==> config.mk <==
export PLATFORM = sky130hd
export DESIGN_NAME = mem_2r1w_top
export DESIGN_NICKNAME = d
export VERILOG_FILES = /design/src/verilog/mem_2r1w_pkg.sv /design/src/verilog/bank_sram.sv /design/src/verilog/init_ctrl.sv /design/src/verilog/port_sched.sv /design/src/verilog/xor_fwd.sv /design/src/verilog/recover_xor.sv /design/src/verilog/mem_2r1w_top.sv
export SDC_FILE = /design/constraint.sdc
export NUM_CORES = 2
export LEC_CHECK = 0
export BUFFER_PORTS_ARGS = -buffer_cell sky130_fd_sc_hd__buf_2
export CAP_MARGIN = 20
export CORE_UTILIZATION = 55
export CTS_BUF_LIST = sky130_fd_sc_hd__clkbuf_4 sky130_fd_sc_hd__clkbuf_8
export DETAILED_ROUTE_END_ITERATION = 6
export PLACE_DENSITY = 0.82
export SYNTH_ARGS = -nofsm -noshare
export SYNTH_HDL_FRONTEND = slang
export SYNTH_SLANG_ARGS = --single-unit
==> constraint.sdc <==
create_clock -name clk -period 4.75 [get_ports clk]
set_clock_uncertainty 0.2 [all_clocks]
set_input_delay 0.7125 -clock clk [delete_from_list [all_inputs] [get_ports clk]]
set_output_delay 0.7125 -clock clk [all_outputs]
set_load 0.005 [all_outputs]
==> src/verilog/mem_2r1w_pkg.sv <==
package mem_2r1w_pkg;

  // data word and bank geometry
  localparam int WIDTH   = 16;
  localparam int NUMVBNK = 4;
  localparam int BITVBNK = 2;
  localparam int NUMVROW = 16;
  localparam int BITVROW = 4;
  localparam int BITADDR = 6;

  // parity bank sits after the data banks
  localparam int XORBNK = NUMVBNK;

  // cycles from bank read strobe to bank read data
  localparam int SRAM_DELAY = 2;

  typedef logic [WIDTH-1:0]   data_t;
  typedef logic [BITADDR-1:0] addr_t;
  typedef logic [BITVROW-1:0] row_t;
  typedef logic [BITVBNK-1:0] bank_t;

  // init sweep, then drain, then serving requests
  typedef enum logic [1:0] {
    INIT_CLEAR,
    INIT_DRAIN,
    INIT_READY
  } init_state_t;

endpackage

==> src/verilog/bank_sram.sv <==
`timescale 1ns/1ps

module bank_sram import mem_2r1w_pkg::*; (
  input  logic  clk,
  input  logic  rd,
  input  row_t  rd_row,
  output data_t rd_data,
  input  logic  wr,
  input  row_t  wr_row,
  input  data_t wr_data
);

  data_t mem [NUMVROW];

  // read pipeline, stage 0 holds the array output
  data_t rd_pipe [SRAM_DELAY];

  always_ff @(posedge clk) begin
    if (wr) begin
      mem[wr_row] <= wr_data;
    end
    // array is sampled before the write of the same edge lands,
    // so a same-row collision returns the old word
    if (rd) begin
      rd_pipe[0] <= mem[rd_row];
    end
    for (int s = 1; s < SRAM_DELAY; s++) begin
      rd_pipe[s] <= rd_pipe[s-1];
    end
  end

  assign rd_data = rd_pipe[SRAM_DELAY-1];

endmodule

==> src/verilog/init_ctrl.sv <==
`timescale 1ns/1ps

module init_ctrl import mem_2r1w_pkg::*; (
  input  logic clk,
  input  logic rstvld,
  output logic init_busy,
  output row_t init_row,
  output logic ready
);

  init_state_t state;

  // row index during the sweep, drain count afterwards
  row_t cnt;

  always_ff @(posedge clk) begin
    if (rstvld) begin
      state <= INIT_CLEAR;
      cnt   <= '0;
      ready <= 1'b0;
    end else begin
      ready <= (state == INIT_READY);
      case (state)
        INIT_CLEAR: begin
          if (cnt == row_t'(NUMVROW-1)) begin
            state <= INIT_DRAIN;
            cnt   <= '0;
          end else begin
            cnt <= cnt + 1'b1;
          end
        end
        INIT_DRAIN: begin
          // let the last clear writes settle through the bank pipes
          if (cnt == row_t'(SRAM_DELAY-1)) begin
            state <= INIT_READY;
            cnt   <= '0;
          end else begin
            cnt <= cnt + 1'b1;
          end
        end
        default: begin
          state <= INIT_READY;
        end
      endcase
    end
  end

  assign init_busy = (state == INIT_CLEAR);
  assign init_row  = cnt;

  a_ready_not_busy: assert property (@(posedge clk) disable iff (rstvld)
    !(ready && init_busy))
    else $error("ready is high while the init sweep is still running");

endmodule

==> src/verilog/port_sched.sv <==
`timescale 1ns/1ps

module port_sched import mem_2r1w_pkg::*; (
  input  logic               clk,
  input  logic               rstvld,
  input  logic               ready,
  input  logic               init_busy,
  input  row_t               init_row,
  input  logic               rd0,
  input  addr_t              rd0_addr,
  input  logic               rd1,
  input  addr_t              rd1_addr,
  input  logic               wr,
  input  addr_t              wr_addr,
  input  data_t              wr_data,
  output logic [NUMVBNK:0]   bank_rd,
  output row_t [NUMVBNK:0]   bank_rd_row,
  output logic [NUMVBNK-1:0] bank_wr,
  output row_t               bank_wr_row,
  output data_t              bank_wr_data,
  output logic               rd0_vld_q,
  output bank_t              rd0_bank_q,
  output logic               rd1_vld_q,
  output bank_t              rd1_bank_q,
  output logic               rd1_recon_q,
  output logic               wr_vld_q,
  output bank_t              wr_bank_q,
  output row_t               wr_row_q,
  output data_t              wr_data_q
);

  logic  rd0_acc, rd1_acc, wr_acc, rd1_recon;
  bank_t rd0_bank, rd1_bank, wr_bank;
  row_t  rd0_row, rd1_row, wr_row;

  logic [SRAM_DELAY-1:0] rd0_vld_p, rd1_vld_p, recon_p, wr_vld_p;
  bank_t rd0_bank_p [SRAM_DELAY];
  bank_t rd1_bank_p [SRAM_DELAY];
  bank_t wr_bank_p [SRAM_DELAY];
  row_t  wr_row_p [SRAM_DELAY];
  data_t wr_data_p [SRAM_DELAY];

  // strobes only count once init is done
  assign rd0_acc = rd0 && ready;
  assign rd1_acc = rd1 && ready;
  assign wr_acc  = wr && ready;

  // low bits pick the bank, upper bits the row
  assign rd0_bank = rd0_addr[BITVBNK-1:0];
  assign rd0_row  = rd0_addr[BITADDR-1:BITVBNK];
  assign rd1_bank = rd1_addr[BITVBNK-1:0];
  assign rd1_row  = rd1_addr[BITADDR-1:BITVBNK];
  assign wr_bank  = wr_addr[BITVBNK-1:0];
  assign wr_row   = wr_addr[BITADDR-1:BITVBNK];

  assign rd1_recon = rd0_acc && rd1_acc && (rd0_bank == rd1_bank);

  always_comb begin
    bank_rd     = '0;
    bank_rd_row = '0;
    // old data and old parity for the parity update
    if (wr_acc) begin
      bank_rd[wr_bank]     = 1'b1;
      bank_rd_row[wr_bank] = wr_row;
      bank_rd[XORBNK]      = 1'b1;
      bank_rd_row[XORBNK]  = wr_row;
    end
    if (rd0_acc) begin
      bank_rd[rd0_bank]     = 1'b1;
      bank_rd_row[rd0_bank] = rd0_row;
    end
    if (rd1_acc) begin
      if (rd1_recon) begin
        // every bank but the busy one, parity bank included
        for (int b = 0; b <= NUMVBNK; b++) begin
          if (b != rd1_bank) begin
            bank_rd[b]     = 1'b1;
            bank_rd_row[b] = rd1_row;
          end
        end
      end else begin
        bank_rd[rd1_bank]     = 1'b1;
        bank_rd_row[rd1_bank] = rd1_row;
      end
    end
  end

  always_comb begin
    if (init_busy) begin
      bank_wr      = '1;
      bank_wr_row  = init_row;
      bank_wr_data = '0;
    end else begin
      bank_wr          = '0;
      bank_wr[wr_bank] = wr_acc;
      bank_wr_row      = wr_row;
      bank_wr_data     = wr_data;
    end
  end

  // request facts travel alongside the bank reads
  always_ff @(posedge clk) begin
    if (rstvld) begin
      rd0_vld_p <= '0;
      rd1_vld_p <= '0;
      recon_p   <= '0;
      wr_vld_p  <= '0;
    end else begin
      rd0_vld_p <= {rd0_vld_p[SRAM_DELAY-2:0], rd0_acc};
      rd1_vld_p <= {rd1_vld_p[SRAM_DELAY-2:0], rd1_acc};
      recon_p   <= {recon_p[SRAM_DELAY-2:0], rd1_recon};
      wr_vld_p  <= {wr_vld_p[SRAM_DELAY-2:0], wr_acc};
    end
  end

  always_ff @(posedge clk) begin
    rd0_bank_p[0] <= rd0_bank;
    rd1_bank_p[0] <= rd1_bank;
    wr_bank_p[0]  <= wr_bank;
    wr_row_p[0]   <= wr_row;
    wr_data_p[0]  <= wr_data;
    for (int s = 1; s < SRAM_DELAY; s++) begin
      rd0_bank_p[s] <= rd0_bank_p[s-1];
      rd1_bank_p[s] <= rd1_bank_p[s-1];
      wr_bank_p[s]  <= wr_bank_p[s-1];
      wr_row_p[s]   <= wr_row_p[s-1];
      wr_data_p[s]  <= wr_data_p[s-1];
    end
  end

  assign rd0_vld_q   = rd0_vld_p[SRAM_DELAY-1];
  assign rd0_bank_q  = rd0_bank_p[SRAM_DELAY-1];
  assign rd1_vld_q   = rd1_vld_p[SRAM_DELAY-1];
  assign rd1_bank_q  = rd1_bank_p[SRAM_DELAY-1];
  assign rd1_recon_q = recon_p[SRAM_DELAY-1];
  assign wr_vld_q    = wr_vld_p[SRAM_DELAY-1];
  assign wr_bank_q   = wr_bank_p[SRAM_DELAY-1];
  assign wr_row_q    = wr_row_p[SRAM_DELAY-1];
  assign wr_data_q   = wr_data_p[SRAM_DELAY-1];

  a_no_rw_collision: assert property (@(posedge clk) disable iff (rstvld)
    wr_acc |-> !(rd0 || rd1))
    else $error("write accepted in the same cycle as a read strobe");

endmodule

==> src/verilog/xor_fwd.sv <==
`timescale 1ns/1ps

module xor_fwd import mem_2r1w_pkg::*; (
  input  logic  clk,
  input  logic  rstvld,
  input  logic  xor_rd,
  input  row_t  xor_rd_row,
  input  data_t xor_dout,
  input  logic  xor_wr,
  input  row_t  xor_wr_row,
  input  data_t xor_wr_data,
  output data_t xor_data
);

  // tracked read per stage, the last stage needs no row
  logic trk_rd [SRAM_DELAY-1];
  row_t trk_row [SRAM_DELAY-1];

  logic [SRAM_DELAY-1:0] hit;
  logic [SRAM_DELAY-1:0] fwd_vld;
  data_t fwd_data [SRAM_DELAY];

  always_comb begin
    // stage 0 catches a write in the read's own cycle,
    // the bank hands back the old word in that case
    hit[0] = xor_rd && xor_wr && (xor_wr_row == xor_rd_row);
    for (int s = 1; s < SRAM_DELAY; s++) begin
      hit[s] = trk_rd[s-1] && xor_wr && (xor_wr_row == trk_row[s-1]);
    end
  end

  always_ff @(posedge clk) begin
    if (rstvld) begin
      for (int s = 0; s < SRAM_DELAY-1; s++) begin
        trk_rd[s] <= 1'b0;
      end
      fwd_vld <= '0;
    end else begin
      trk_rd[0] <= xor_rd;
      for (int s = 1; s < SRAM_DELAY-1; s++) begin
        trk_rd[s] <= trk_rd[s-1];
      end
      fwd_vld[0] <= hit[0];
      for (int s = 1; s < SRAM_DELAY; s++) begin
        fwd_vld[s] <= hit[s] || fwd_vld[s-1];
      end
    end
  end

  always_ff @(posedge clk) begin
    trk_row[0]  <= xor_rd_row;
    fwd_data[0] <= xor_wr_data;
    for (int s = 1; s < SRAM_DELAY-1; s++) begin
      trk_row[s] <= trk_row[s-1];
    end
    // newer write wins over an earlier capture
    for (int s = 1; s < SRAM_DELAY; s++) begin
      fwd_data[s] <= hit[s] ? xor_wr_data : fwd_data[s-1];
    end
  end

  assign xor_data = fwd_vld[SRAM_DELAY-1] ? fwd_data[SRAM_DELAY-1] : xor_dout;

endmodule

==> src/verilog/recover_xor.sv <==
`timescale 1ns/1ps

module recover_xor import mem_2r1w_pkg::*; (
  input  logic                clk,
  input  logic                rstvld,
  input  logic                rd0_vld_q,
  input  bank_t               rd0_bank_q,
  input  logic                rd1_vld_q,
  input  bank_t               rd1_bank_q,
  input  logic                rd1_recon_q,
  input  logic                wr_vld_q,
  input  bank_t               wr_bank_q,
  input  row_t                wr_row_q,
  input  data_t               wr_data_q,
  input  data_t [NUMVBNK-1:0] bank_dout,
  input  data_t               xor_data,
  input  logic                init_busy,
  input  row_t                init_row,
  output logic                rd0_vld,
  output data_t               rd0_data,
  output logic                rd1_vld,
  output data_t               rd1_data,
  output logic                xor_wr,
  output row_t                xor_wr_row,
  output data_t               xor_wr_data
);

  data_t recon_data;

  // rebuild the busy bank's word from the row parity
  always_comb begin
    recon_data = xor_data;
    for (int b = 0; b < NUMVBNK; b++) begin
      if (b != rd1_bank_q) begin
        recon_data = recon_data ^ bank_dout[b];
      end
    end
  end

  assign rd0_vld  = rd0_vld_q;
  assign rd0_data = bank_dout[rd0_bank_q];
  assign rd1_vld  = rd1_vld_q;
  assign rd1_data = rd1_recon_q ? recon_data : bank_dout[rd1_bank_q];

  always_comb begin
    if (init_busy) begin
      xor_wr      = 1'b1;
      xor_wr_row  = init_row;
      xor_wr_data = '0;
    end else begin
      // old data out, new data in
      xor_wr      = wr_vld_q;
      xor_wr_row  = wr_row_q;
      xor_wr_data = bank_dout[wr_bank_q] ^ xor_data ^ wr_data_q;
    end
  end

  a_recon_no_update: assert property (@(posedge clk) disable iff (rstvld)
    !(wr_vld_q && rd1_recon_q))
    else $error("parity update and read reconstruction share the parity bank");

endmodule

==> src/verilog/mem_2r1w_top.sv <==
`timescale 1ns/1ps

module mem_2r1w_top import mem_2r1w_pkg::*; (
  input  logic  clk,
  input  logic  rstvld,
  input  logic  rd0,
  input  addr_t rd0_addr,
  input  logic  rd1,
  input  addr_t rd1_addr,
  input  logic  wr,
  input  addr_t wr_addr,
  input  data_t wr_data,
  output logic  rd0_vld,
  output data_t rd0_data,
  output logic  rd1_vld,
  output data_t rd1_data,
  output logic  ready
);

  logic init_busy;
  row_t init_row;

  // bank side
  logic [NUMVBNK:0]   bank_rd;
  row_t [NUMVBNK:0]   bank_rd_row;
  logic [NUMVBNK-1:0] bank_wr;
  row_t               bank_wr_row;
  data_t              bank_wr_data;
  data_t [NUMVBNK-1:0] bank_dout;
  data_t              xor_dout;
  data_t              xor_data;
  logic               xor_wr;
  row_t               xor_wr_row;
  data_t              xor_wr_data;

  // request facts at bank data time
  logic  rd0_vld_q, rd1_vld_q, rd1_recon_q, wr_vld_q;
  bank_t rd0_bank_q, rd1_bank_q, wr_bank_q;
  row_t  wr_row_q;
  data_t wr_data_q;

  init_ctrl i_init_ctrl (
    .clk, .rstvld, .init_busy, .init_row, .ready
  );

  port_sched i_port_sched (
    .clk, .rstvld, .ready, .init_busy, .init_row,
    .rd0, .rd0_addr, .rd1, .rd1_addr, .wr, .wr_addr, .wr_data,
    .bank_rd, .bank_rd_row, .bank_wr, .bank_wr_row, .bank_wr_data,
    .rd0_vld_q, .rd0_bank_q, .rd1_vld_q, .rd1_bank_q, .rd1_recon_q,
    .wr_vld_q, .wr_bank_q, .wr_row_q, .wr_data_q
  );

  xor_fwd i_xor_fwd (
    .clk, .rstvld,
    .xor_rd     (bank_rd[XORBNK]),
    .xor_rd_row (bank_rd_row[XORBNK]),
    .xor_dout, .xor_wr, .xor_wr_row, .xor_wr_data, .xor_data
  );

  recover_xor i_recover_xor (
    .clk, .rstvld,
    .rd0_vld_q, .rd0_bank_q, .rd1_vld_q, .rd1_bank_q, .rd1_recon_q,
    .wr_vld_q, .wr_bank_q, .wr_row_q, .wr_data_q,
    .bank_dout, .xor_data, .init_busy, .init_row,
    .rd0_vld, .rd0_data, .rd1_vld, .rd1_data,
    .xor_wr, .xor_wr_row, .xor_wr_data
  );

  for (genvar b = 0; b <= NUMVBNK; b++) begin : g_bank
    if (b == XORBNK) begin : g_xor
      // parity bank, written by the update path
      bank_sram i_bank (
        .clk, .rd(bank_rd[b]), .rd_row(bank_rd_row[b]), .rd_data(xor_dout),
        .wr(xor_wr), .wr_row(xor_wr_row), .wr_data(xor_wr_data)
      );
    end else begin : g_data
      bank_sram i_bank (
        .clk, .rd(bank_rd[b]), .rd_row(bank_rd_row[b]), .rd_data(bank_dout[b]),
        .wr(bank_wr[b]), .wr_row(bank_wr_row), .wr_data(bank_wr_data)
      );
    end
  end

endmodule

---- After elaboration in Yosys (flattened, before gate mapping) ----
Memories as Yosys holds them, arrays and structs flattened.
Cells that the tools add are included.
word-level totals
  flip-flop bits (word level) ............. 17
  memory bits (writable) .................. 1,529
  input bits .............................. 39
  output and inout port bits .............. 35
  word-level logic and storage cells ...... 164
  memories kept ........................... 18
cells by class
  add/sub/neg operators ................... 1
  $lt $le $gt $ge ......................... 10
  equal/unequal tests ..................... 15
  multiplexer cells ....................... 82
  bitwise gates (word level) .............. 10
  reduce and logical (&&, ||, !) cells .... 20
memory list
  name                             depth  width  rd ports  clocked after memory_dff  wr ports  line             RTL
  g_bank[0].g_data.i_bank.mem      16     16     1         0                         1         bank_sram.sv:13  data_t mem [NUMVROW];
  g_bank[1].g_data.i_bank.mem      16     16     1         0                         1         bank_sram.sv:13
  g_bank[2].g_data.i_bank.mem      16     16     1         0                         1         bank_sram.sv:13
  g_bank[3].g_data.i_bank.mem      16     16     1         0                         1         bank_sram.sv:13
  g_bank[4].g_xor.i_bank.mem       16     16     1         0                         1         bank_sram.sv:13
  g_bank[0].g_data.i_bank.rd_pipe  2      16     2         0                         2         bank_sram.sv:16  data_t rd_pipe [SRAM_DELAY];
  12 more memories                 -      -      -         -                         -         -
operator list
  cell                                                               count
  2-to-1 mux 16 bit                                                  12
  binary-select mux 16 bit (select 2 bit)                            3
  XOR 16 bit                                                         6
  2-to-1 mux 20 bit                                                  4
  2-to-1 mux 4 bit                                                   12
  bitwise mux 20 bit                                                 2
  2-to-1 mux 1 bit                                                   34
  demux 4 bit (select 2 bit)                                         3
  2-to-1 mux 5 bit                                                   4
  bitwise AND 16 bit                                                 1
  logical AND 1 bit                                                  13
  < comparator 2 x 3 -> 1 bit, second input constant                 4
  < comparator 2 x 4 -> 1 bit, second input constant                 3
  bitwise OR 5 x 4 -> 5 bit                                          2
  demux 1 bit (select 2 bit)                                         4
  equality test 4 bit                                                2
  != test 2 bit, first input constant                                4
  case mux 4 bit (2 select lines)                                    1
  greater-or-equal comparator 2 x 1 -> 1 bit, second input constant  3
  nonzero test 2 bit                                                 3
  adder 4 x 1 -> 4 bit, second input constant                        1
  bitwise AND 4 bit                                                  1
  equality test 4 x 1 -> 1 bit, second input constant                1
  equality test 4 bit, second input constant                         1
  other kinds (12)                                                   14

---- Longest topological paths before layout ----
  depth in word-level cells ............... 13
  gate-level depth with buffers ........... 13
  mapped depth without buffers ............ 9

---- Hierarchy ----
A second synthesis with hierarchy kept.
unflattened totals
  cell total of the unflattened synthesis .. 3,076
  area, all modules ....................... 60,717.0 um^2
by module, submodules not included
  module       instances  cells an instance  area an instance (um^2)  sequential area each (um^2)
  bank_sram    5          464                10,644.0                 8,488.1
  recover_xor  1          413                3,383.2                  0.0
  port_sched   1          218                2,443.6                  1,201.2
  xor_fwd      1          89                 1,322.5                  780.7
  init_ctrl    1          36                 347.8                    140.1

---- Least setup slack after synthesis ----
Ideal clock, no wire load.
  path kind ............................... input-to-reg
  start point ............................. in rd1_addr[0]
  end point ............................... mem g_bank[2].g_data.i_bank.rd_pipe[0][11] (netlist name) (data pin)
  library setup time ...................... 0.272 ns
  arrival ................................. 3.007 ns
  required time ........................... 4.278 ns
  setup slack ............................. 1.271 ns
  stages on the path ...................... 11
  buffers on the path ..................... 4
  path through ............................ buf_4 nor2b_2 o22ai_1 or3b_2 o21ai_1 buf_2 buf_2 buf_2 mux2i_1 o22ai_1 or4_1
RTL lines
  what                line               RTL
  start: declaration  mem_2r1w_top.sv:9  input addr_t rd1_addr,
  end: declaration    bank_sram.sv:16

==> impl_metrics.py <==
metrics = {
    "status": {
        "outcome": "complete, but fails checks",
        "violations": "DRC",
    },
    "cts": {
        "cts_buffers": 226,
        "clockBufferDepth": 3,
        "cts_root_buffer": "clkbuf_8",
        "cts_tree": "done",
        "clk_pin_slew_ns": 0.06,
        "cts_sinks": 1546,
        "post_cts_buffers": 0,
        "clk_latency_ns": 0.95,
        "h-tree-depth": 4,
    },
    "pwr": {
        "vdd_drop_max_uv": 294,
        "power_leakage_nw": 24.9,
        "powerDensity_nw_per_um2": 384,
    },
    "cells_and_area": {
        "final_cell_mix": "edfxtp_1 (1360), nand2_1 (894), clkbuf_8 (244)",
        "layout.cells.non_filler": 6346,
        "syn_to_final_growth_pct": 13.0,
        "final_common_cell": "edfxtp_1",
        "drive_above_1_share_pct": 16.9,
        "final_util_pct": 62.6,
        "fin_nets": 4696,
    },
    "timing": {
        "finalHoldViolCount": 0,
        "clock.fmax_mhz": 221,
        "fin_crit_sh_pct": 95.3,
        "setup_tns_ns": 0,
        "rsz0062_at_grt": "false",
        "min_period_ns": 4.53,
        "maxSlewViolCount": 0,
        "worst_slew_pin_slew_ns": 1.12,
        "relSlewSlack_pct": 25.1,
        "setup_viol_count_final": 0,
    },
    "route": {
        "ant_nets": 0,
        "wl_per_cell_um": 25.0,
        "first_pass_iters": 7,
        "vias": 38957,
        "drt-vias-per-instance": 6.14,
        "routed_wl_mm": 159,
        "drc": 2,
        "drtIter0Drc": 4851,
    },
    "die": {
        "initial_core_util_pct": 55.4,
        "io_pins": 74,
        "die_x_um": 336,
        "rows": 122,
        "placeableCoreArea_um2": 111000,
        "die_h_um": 336,
        "dieArea_um2": 113000,
    },
    "global_routing": {
        "antenna_found_initial": 22,
        "grt_pass1_wl_mm": 234,
        "overflow": 0,
        "grt_max_degree": 130,
        "track_usage_pct": 28.0,
        "grt_pass1_vias": 37746,
    },
    "logic_synthesis": {
        "synth_edf_count": 1360,
        "yosysSeqAreaShare_pct": 72.8,
        "synth_seq_cells": 1546,
        "synth-main-ff-cell": "edfxtp_1",
        "ys_types": 80,
        "yosys.area.top_type_share_pct": 66.7,
        "synthArstFlopShare_pct": 0,
        "synth_area_per_cell_um2": 14.0,
        "syn_area_um2": 61300,
        "postSynthCellCount": 4377,
        "syn-num-nets": 4419,
        "yosysWarnings": 0,
        "synth.area.top_cells": "edfxtp_1 (67%), dfxtp_1 (6.1%), nand2_1 (5.5%)",
        "synth_area_leader_cell": "edfxtp_1",
    },
    "min_path": {
        "min_from": "rd1",
        "hold_end": "i_port_sched.recon_p[0]$_SDFF_PP0_",
        "min_path_cells": 3,
        "hold_class": "in2reg",
    },
    "placed_design": {
        "dpl.hpwl_mm": 96.6,
        "gp_congestion": 0.968,
        "dp.cells": 5868,
        "numPortBuffers": 73,
    },
    "critical_path": {
        "r2r-end": "g_bank[0].g_data.i_bank.rd_pipe[0][2]$_DFFE_PP_",
        "rr_startpoint": "i_init_ctrl.ready$_SDFF_PP0_",
        "cp_data_arrival_time_ns": 3.62,
        "cp_max_fo": 48,
        "cp_data_required_time_ns": 3.84,
        "rr_worst_depth": 10,
        "worstSetupPathType": "reg2out",
        "critPathLaunchType": "flop",
        "cp-end-kind": "output pin",
        "r2r_slack_ns": 1.05,
    },
    "flow_run": {
        "maxCapViolCount": 0,
    },
}
-- worst max-delay path by stage --
| stage | depth (start not counted) | from | end |
|---|---|---|---|
| finish | 10 | i_port_sched.rd1_bank_p[0][3]$_DFF_P_ | rd1_data[9] |
| global route | 10 | i_port_sched.rd1_bank_p[0][3]$_DFF_P_ | rd1_data[9] |
| CTS | 10 | i_port_sched.rd1_bank_p[0][3]$_DFF_P_ | rd1_data[6] |
| detailed placement | 9 | rd0_addr[0] | g_bank[3].g_data.i_bank.rd_pipe[0][7]$_DFFE_PP_ |
| global placement | 10 | rd0_addr[0] | g_bank[3].g_data.i_bank.rd_pipe[0][7]$_DFFE_PP_ |
| floorplan | 11 | rd1_addr[0] | g_bank[2].g_data.i_bank.rd_pipe[0][11]$_DFFE_PP_ |
-- final cells by class --
| class | instances | area [µm²] |
|---|---|---|
| flip-flops and latches | 1546 | 44600 |
| fillers | 7768 | 41300 |
| multi-input cells | 2561 | 15700 |
| clock buffers | 318 | 3900 |
| repair buffers | 299 | 2320 |
| well taps | 1488 | 1860 |
| clock inverters | 101 | 758 |
| inverters | 20 | 76.3 |
| diodes | 13 | 32.5 |
-- state kept, by name, indices dropped and copies added, names as in the netlist, 2 cells and up --
name	flops
g_bank.g_data.i_bank.mem	1024
i_port_sched.rd1_bank_p	4
g_bank.g_xor.i_bank.mem	256
i_xor_fwd.fwd_data	32
i_xor_fwd.trk_row	4
g_bank.g_xor.i_bank.rd_pipe	32
g_bank.g_data.i_bank.rd_pipe	128
i_port_sched.wr_bank_p	4
i_port_sched.wr_data_p	32
i_port_sched.rd0_vld_p	2
i_port_sched.rd0_bank_p	4
i_xor_fwd.fwd_vld	2
i_port_sched.wr_vld_p	2
i_init_ctrl.state	2
i_port_sched.recon_p	2
i_port_sched.rd1_vld_p	2
i_port_sched.wr_row_p	8
i_init_ctrl.init_row	4
-- per-layer routing --
layer  up-vias  global-route usage [%]  part of all wire [%]
met5         -                       0                  0.11
met4        22                    12.4                   3.9
li1      16983                       -                     -
met2      2383                    43.8                    47
met1     19181                    37.8                    38
met3       388                    6.50                    11
-- metrics by stage --
step                worst slack (ns)  hold WS, ns  power, mW  cell area [µm²]
global placement               0.457        0.110       16.0            64100
detailed placement             0.429        0.112       16.0            64100
floorplan                       1.27        0.110       15.7            61300
CTS                          0.00720       0.0546       26.6            69000
finish                         0.222        0.109       26.6            69200
global route                  0.0158        0.108       27.3            69200
-- critical path: stages (launching register included) --
cell      delay, ns
dfxtp_2        0.50
buf_6          0.38
nand2_1        0.37
buf_4          0.32
a21oi_1        0.15
o21ai_0        0.09
nand2_1        0.07
o221ai_1       0.13
xnor2_1        0.16
a21oi_1        0.34
buf_2          0.19
-- kinds of logic after synthesis --
| kind of cell | after synthesis | synth area share [%] |
|---|---|---|
| AO/OA/AOI/OAI | 713 | 7.50 |
| XOR/XNOR | 77 | 1.10 |
| adder cells (fa/ha/maj) | 3 | 0.0613 |
| buffers and inverters | 270 | 2.07 |
| flip-flops | 1546 | 72.8 |
| multiplexers | 298 | 6.01 |
| AND/OR/NAND/NOR | 1470 | 10.5 |
-- Yosys cell counts, types with 20 or more instances --
master	number
a21oi_1	230
dfxtp_1	186
mux4_2	48
o221ai_1	40
buf_2	85
mux2_2	56
nand3b_1	20
clkbuf_1	117
and3_1	51
edfxtp_1	1360
a31oi_1	76
a22oi_1	55
xnor2_1	70
nor2_1	193
nand2_1	894
buf_4	20
nand3_1	153
o22ai_1	83
mux2i_1	176
nor2b_1	48
o21ai_0	76
-- report_power, final --
group	switching (mW)	total [mW]	internal, mW
Combinational	0.516	0.804	0.288
Clock	5.17	10.8	5.61
Sequential	0.0846	15.0	14.9
Total	5.77	26.6	20.8
-- repair_timing --
| item | CTS | global route |
|---|---|---|
| endpoints found under the hold margin | 34 | 0 |
| hold buffers | 28 | 0 |
| gates resized for setup | 0 | 1 |
| setup endpoints to repair | 0 | 4 |
Power figures use the tool's default switching activity.
